--- config.mk ---
export PLATFORM = sky130hd
export DESIGN_NAME = mem_arbiter
export DESIGN_NICKNAME = d
export VERILOG_FILES = /design/src/hw/mem_bus_pkg.sv /design/src/hw/mem_arbiter.sv
export SDC_FILE = /design/constraint.sdc
export NUM_CORES = 1
export LEC_CHECK = 0
export BUFFER_PORTS_ARGS = -buffer_cell sky130_fd_sc_hd__buf_4
export CORE_AREA = 2 2 207 209
export DETAILED_ROUTE_END_ITERATION = 8
export DIE_AREA = 0 0 209 211
export GPL_TIMING_DRIVEN = 0
export PLACE_DENSITY = 0.37
export SYNTH_ARGS = -nofsm -noshare
export SYNTH_HDL_FRONTEND = slang
export SYNTH_SLANG_ARGS = --single-unit
--- constraint.sdc ---
create_clock -name clk -period 1.7 [get_ports clk]
set_input_delay 0.17 -clock clk [delete_from_list [all_inputs] [get_ports clk]]
set_output_delay 0.17 -clock clk [all_outputs]
set_load 0.005 [all_outputs]
--- src/hw/mem_bus_pkg.sv ---
package mem_bus_pkg;

    // Bus widths
    localparam int unsigned ADDR_W = 32;
    localparam int unsigned DATA_W = 64;
    localparam int unsigned STRB_W = DATA_W / 8;

    // SRAM geometry
    localparam int unsigned MEM_WORDS = 256;
    localparam int unsigned IDX_W = $clog2(MEM_WORDS);
    // Byte offset bits below the word index
    localparam int unsigned WORD_LSB = $clog2(STRB_W);

    localparam logic [1:0] RESP_OKAY = 2'b00;

    // Read address channel, len 0 is one beat and len 1 is two
    typedef struct packed {
        logic [ADDR_W-1:0] addr;
        logic              len;
    } ar_req_t;

    // Write address channel
    typedef struct packed {
        logic [ADDR_W-1:0] addr;
    } aw_req_t;

    // Write data channel
    typedef struct packed {
        logic [DATA_W-1:0] data;
        logic [STRB_W-1:0] strb;
    } w_data_t;

    // Write response channel
    typedef struct packed {
        logic [1:0] resp;
    } b_resp_t;

    // Read data channel
    typedef struct packed {
        logic [DATA_W-1:0] data;
        logic [1:0]        resp;
        logic              last;
    } r_data_t;

endpackage

--- src/hw/mem_arbiter.sv ---
module mem_arbiter (
    input  logic                  clk,
    input  logic                  rst,

    // Fetch port
    input  mem_bus_pkg::ar_req_t  if_ar_i,
    input  logic                  if_ar_valid_i,
    output logic                  if_ar_ready_o,
    output mem_bus_pkg::r_data_t  if_r_o,
    output logic                  if_r_valid_o,
    input  logic                  if_r_ready_i,

    // Load/store port
    input  mem_bus_pkg::ar_req_t  ls_ar_i,
    input  logic                  ls_ar_valid_i,
    output logic                  ls_ar_ready_o,
    output mem_bus_pkg::r_data_t  ls_r_o,
    output logic                  ls_r_valid_o,
    input  logic                  ls_r_ready_i,
    input  mem_bus_pkg::aw_req_t  ls_aw_i,
    input  logic                  ls_aw_valid_i,
    output logic                  ls_aw_ready_o,
    input  mem_bus_pkg::w_data_t  ls_w_i,
    input  logic                  ls_w_valid_i,
    output logic                  ls_w_ready_o,
    output mem_bus_pkg::b_resp_t  ls_b_o,
    output logic                  ls_b_valid_o,
    input  logic                  ls_b_ready_i,

    // Memory side
    output mem_bus_pkg::ar_req_t  mem_ar_o,
    output logic                  mem_ar_valid_o,
    input  logic                  mem_ar_ready_i,
    input  mem_bus_pkg::r_data_t  mem_r_i,
    input  logic                  mem_r_valid_i,
    output logic                  mem_r_ready_o,
    output mem_bus_pkg::aw_req_t  mem_aw_o,
    output logic                  mem_aw_valid_o,
    input  logic                  mem_aw_ready_i,
    output mem_bus_pkg::w_data_t  mem_w_o,
    output logic                  mem_w_valid_o,
    input  logic                  mem_w_ready_i,
    input  mem_bus_pkg::b_resp_t  mem_b_i,
    input  logic                  mem_b_valid_i,
    output logic                  mem_b_ready_o
);

    typedef enum logic [1:0] {
        ST_IDLE,
        ST_FETCH,
        ST_LSU
    } rd_state_e;

    rd_state_e            state_q, state_d;
    // 0 grants fetch, 1 grants load/store
    logic                 grant_q, grant_d;
    logic                 beat_cnt_q;
    logic                 ar_sel_ls;
    logic                 ar_fire;
    logic                 r_fire;
    logic                 last_fire;
    mem_bus_pkg::ar_req_t ls_ar;

    // Load/store reads are always single beat
    always_comb begin
        ls_ar = ls_ar_i;
        ls_ar.len = 1'b0;
    end

    // Fetch wins in IDLE, otherwise the grant decides
    assign ar_sel_ls = (state_q == ST_IDLE) ? !if_ar_valid_i : grant_q;

    assign mem_ar_o       = ar_sel_ls ? ls_ar : if_ar_i;
    assign mem_ar_valid_o = ar_sel_ls ? ls_ar_valid_i : if_ar_valid_i;
    assign if_ar_ready_o  = !ar_sel_ls && mem_ar_ready_i;
    assign ls_ar_ready_o  = ar_sel_ls && mem_ar_ready_i;

    assign if_r_o        = mem_r_i;
    assign ls_r_o        = mem_r_i;
    assign if_r_valid_o  = !grant_q && mem_r_valid_i;
    assign ls_r_valid_o  = grant_q && mem_r_valid_i;
    assign mem_r_ready_o = grant_q ? ls_r_ready_i : if_r_ready_i;

    // Write path belongs to load/store
    assign mem_aw_o       = ls_aw_i;
    assign mem_aw_valid_o = ls_aw_valid_i;
    assign ls_aw_ready_o  = mem_aw_ready_i;
    assign mem_w_o        = ls_w_i;
    assign mem_w_valid_o  = ls_w_valid_i;
    assign ls_w_ready_o   = mem_w_ready_i;
    assign ls_b_o         = mem_b_i;
    assign ls_b_valid_o   = mem_b_valid_i;
    assign mem_b_ready_o  = ls_b_ready_i;

    assign ar_fire   = mem_ar_valid_o && mem_ar_ready_i;
    assign r_fire    = mem_r_valid_i && mem_r_ready_o;
    assign last_fire = r_fire && (beat_cnt_q == 1'b0);

    always_comb begin
        state_d = state_q;
        grant_d = grant_q;
        case (state_q)
            ST_IDLE: begin
                if (if_ar_valid_i) begin
                    state_d = ST_FETCH;
                    grant_d = 1'b0;
                end else if (ls_ar_valid_i) begin
                    state_d = ST_LSU;
                    grant_d = 1'b1;
                end
            end
            ST_FETCH: begin
                // Waiting load/store read goes straight after the burst
                if (last_fire) begin
                    state_d = ls_ar_valid_i ? ST_LSU : ST_IDLE;
                    grant_d = ls_ar_valid_i;
                end
            end
            ST_LSU: begin
                if (last_fire) begin
                    state_d = if_ar_valid_i ? ST_FETCH : ST_IDLE;
                    grant_d = 1'b0;
                end
            end
            default: begin
                state_d = ST_IDLE;
                grant_d = 1'b0;
            end
        endcase
    end

    always_ff @(posedge clk) begin
        if (rst) begin
            state_q    <= ST_IDLE;
            grant_q    <= 1'b0;
            beat_cnt_q <= 1'b0;
        end else begin
            state_q <= state_d;
            grant_q <= grant_d;
            // Beats left after the current one
            if (ar_fire) begin
                beat_cnt_q <= mem_ar_o.len;
            end else if (r_fire && beat_cnt_q != 1'b0) begin
                beat_cnt_q <= beat_cnt_q - 1'b1;
            end
        end
    end

endmodule

* Yosys cells after proc, flatten, opt, wreduce, memory -nomap -nowiden
Index checks and enable logic that the tools add are counted.
** Cells by class
- Add/sub/neg operators :: 1
- Eq/ne operators :: 5
- Mux-type cells :: 18
- Bitwise operators :: 1
- Reduce and logical (&&, ||, !) cells :: 14
** Operator list (count)
- two-way mux 33 bit :: 1
- two-way mux 1 bit :: 10
- two-way mux 2 bit :: 5
- logical AND 1 bit :: 8
- case mux 2 bit (3 select lines) :: 1
- inequality test 2 bit, second input constant :: 2
- zero test 1 bit :: 3
- inequality test 3 bit, second input constant :: 1
- case mux 1 bit (3 select lines) :: 1
- AND reduction 3 bit :: 1
- == test 2 x 1 -> 1 bit, second input constant :: 1
- == test 2 bit, second input constant :: 1
- zero test 2 bit :: 1
- nonzero test 2 bit :: 1
- inverter 1 bit :: 1
- subtractor 1 bit, second input constant :: 1
** Word-level totals
- Register bits :: 4
- Input port bits :: 253
- Output and inout bits :: 285
- Word-level logic and storage cells :: 42

* Depth between registers and ports, before layout
- Word-level depth :: 5
- Mapped depth :: 5
- Depth with buffers taken out :: 4

* Worst setup path before layout
OpenSTA, ideal clock, no wires.
- Path type :: reg-to-output
- From :: register state_q[1]
- To :: output port mem_ar_o[10] (netlist name)
- Arrival time :: 1.497 ns
- Path slack :: 0.033 ns
- Stages on the path, launching flop included :: 6
- Path through :: dfxtp_1 > or2_1 > buf_2 > a21oi_4 > buf_8 > mux2_2
** RTL lines
- start: declaration :: line mem_arbiter.sv:54 : rd_state_e state_q, state_d;
- start signal: assignment :: line mem_arbiter.sv:138 : state_q <= state_d;
- end: declaration :: line mem_arbiter.sv:31 : output mem_bus_pkg::ar_req_t mem_ar_o,

==> flow_summary.yaml <==
setup_path:
  crit_path_end_kind: "output port"
  crit_path_start_kind: "register"
  path_class: "reg -> out"
  cp.required_ns: 1.53
  ff2ff_setup_slack_ns: 0.22
  worstPathArrival_ns: 1.73
  crit_path_end: "mem_ar_o[12]"
  crit_fanout: 5
  reg2reg_from: "grant_q"
  r2r_end: "beat_cnt_q"
  worstRegToRegCells: 5
  worstSetupStartpoint: "state_q[1]"
routing:
  via_per_inst: 2.60
  dr.first_iter.drc_count: 71
  detail_route.first_pass.iterations: 4
  drc: 0
  wl_mm: 13.9
  ant_nets: 0
  routedWlPerCell_um: 11.2
  num_vias: 3211
floorplanning:
  die_h_um: 211
  coreArea_sq_um: 41800
  die_area_sq_um: 44100
  pin_count: 538
  row_count: 75
  chipWidth_um: 209
  initial_core_util_pct: 6.19
placed_design:
  portBuffers: 357
  gp_congestion: 0.776
  dpl_cell_area_sq_um: 5940
  dp.cells: 1221
  dp_hpwl_mm: 12.4
cells_and_area:
  stdcell_count: 1236
  fill_cells: 4713
  nNetsFinal: 952
  fin_area_sq_um: 6490
  final_core_util_pct: 15.5
  syn2layout_area_growth_pct: 151
  seqCellArea_sq_um: 85.1
  final_cell_mix: "buf_4 (571), buf_6 (40), mux2_4 (32), o21ai_0 (5)"
  drive_gt1_share_pct: 95.1
  multiInputGateArea_sq_um: 737
  layout_commonest_cell: "buf_4"
  diodes: 0
power_and_ir_drop:
  power_switching_uw: 649
  p_int_uw: 1760
  power_leakage_uw: 0.00351
  power_frac_comb_pct: 80.4
  seqPwrFrac_pct: 4.5
  p_sw_share_pct: 27.0
  power_density_nw_per_um2: 370
  vdd_drop_max_mv: 0.215
  clockPowerShare_pct: 15.1
logic_synthesis:
  ys.flop_type: "dfxtp_1"
  ys_ff_latch: 4
  avgSynthCellArea_sq_um: 7.95
  yosys_warnings: 0
  syn_nets: 578
  synthesis.instances: 325
  async_flop_share_pct: 0
  synth_area_sq_um: 2580
  yosysUniqueCellTypes: 27
  synth-edff-count: 0
  ys_seq_area_share_pct: 3.10
clock_tree:
  clock_sinks: 4
  cts_inserted_buffers: 3
  cts_tree: "yes"
  clk_path_buf_depth: 2
  ctsHoldBuffers: 0
  worstSkewPairLatency_ns: 0.22
  clkTransAtPathRegs_ns: 0.03
  cts_max_level: 1
  ctsRootBufferMaster: "clkbuf_16"
timing:
  fin_crit_ns: 1.90
  timing.setup.tns_ns: -5.37
  setup_viol: 33
  slew_viol_final: 0
  relSlewSlack_pct: 83.7
  rsz0062_at_grt: "yes"
  worst_pin_slew_ns: 0.237
  max_freq_ghz: 0.527
  worst_slack_ns: -0.196
  min_period_over_period_pct: 112
  clock_skew_ns: 0.00248
  hold_viol: 0
grt:
  first_global_vias: 3129
  antenna_found_initial: 0
  grt_max_degree: 9
  grt_pass1_wl_mm: 17.9
  grt_usage_pct: 5.40
  grt_remaining_overflow: 0
hold_path:
  min_path_type: "in -> reg"
  hold_depth: 2
status:
  failed_checks: "setup timing"
  status: "finished with violations"
job:
  max_cap_violations: 0
==> per-layer routing <==
layer  GRT usage (%)  part of all wire, %  vias to the layer above
li1                -                    -                     1528
met1            5.53                   33                     1393
met2            11.0                   56                      280
met3           0.862                  8.5                       10
met4            1.67                  2.3                        0
met5               0                    0                        -
==> cell families after synthesis <==
family                 count (synthesis)  synth area share, %
buffers and inverters                254                 74.0
muxes                                 34                 14.7
DFF                                    4                 3.10
AOI/OAI and AO/OA                     13                 3.68
and+or+nand+nor                       20                 4.46
==> synth_stat cells (2+ instances only) <==
master / instances / area share (%)
a21oi_1: 2 / 0.39
and2_1: 3 / 0.73
buf_2: 2 / 0.39
buf_4: 246 / 71
buf_8: 3 / 1.7
dfxtp_1: 4 / 3.1
inv_1: 3 / 0.44
mux2_2: 31 / 14
mux2i_1: 2 / 0.77
nand2b_1: 3 / 0.73
nand3_1: 2 / 0.39
nor2_1: 2 / 0.29
nor2b_1: 4 / 0.97
o21ai_0: 5 / 0.97
==> state kept, by name (all words and copies together), names as in the netlist <==
signal      flops
state_q         2
beat_cnt_q      1
grant_q         1
==> final cells by class <==
class                           count  area share (%)
Buffer                            249            29.1
Timing Repair Buffer              371            46.5
Inverter                            3           0.173
Tap cell                          539            10.4
Clock buffer                        3            1.16
Sequential cell                     4            1.31
Multi-Input combinational cell     67            11.4
==> stage by stage <==
step | hold WS (ns) | total power, uW | setup WS [ns]
after CTS | 0.178 | 2440 | -0.248
after detailed placement | 0.415 | 1740 | -0.424
after global placement | 0.419 | 1740 | -0.426
final | 0.183 | 2410 | -0.196
after global routing | 0.198 | 2550 | -0.281
after floorplan | 0.249 | 851 | 0.0331
==> what timing repair did <==
item	4_1_cts	5_1_grt
setup endpoints to repair	35	35
setup buffers	12	0
gates resized for setup	86	7
pin swaps	3	3
cloned	3	0
==> power groups by stage <==
stage | combinational, uW | sequential, uW | clock, uW
CTS | 1970 | 108 | 369
global placement | 1630 | 112 | 0
finish | 1930 | 109 | 363
floorplan | 740 | 110 | 0
global route | 2060 | 110 | 376
detailed placement | 1620 | 113 | 0
==> worst min-delay path by stage <==
stage,start,endpoint
CTS,rst,state_q[0]
finish,rst,state_q[0]
global placement,rst,state_q[0]
global route,rst,state_q[0]
floorplan,rst,state_q[0]
detailed placement,rst,state_q[0]
==> critical path, stage by stage (launching register included) <==
cell and delay [ns]:
dfxtp_4 0.33, or2_4 0.24, a21oi_4 0.19, buf_6 0.16
buf_12 0.13, mux2_4 0.31, buf_6 0.14
Note: power is estimated with default switching activity, not from simulation.
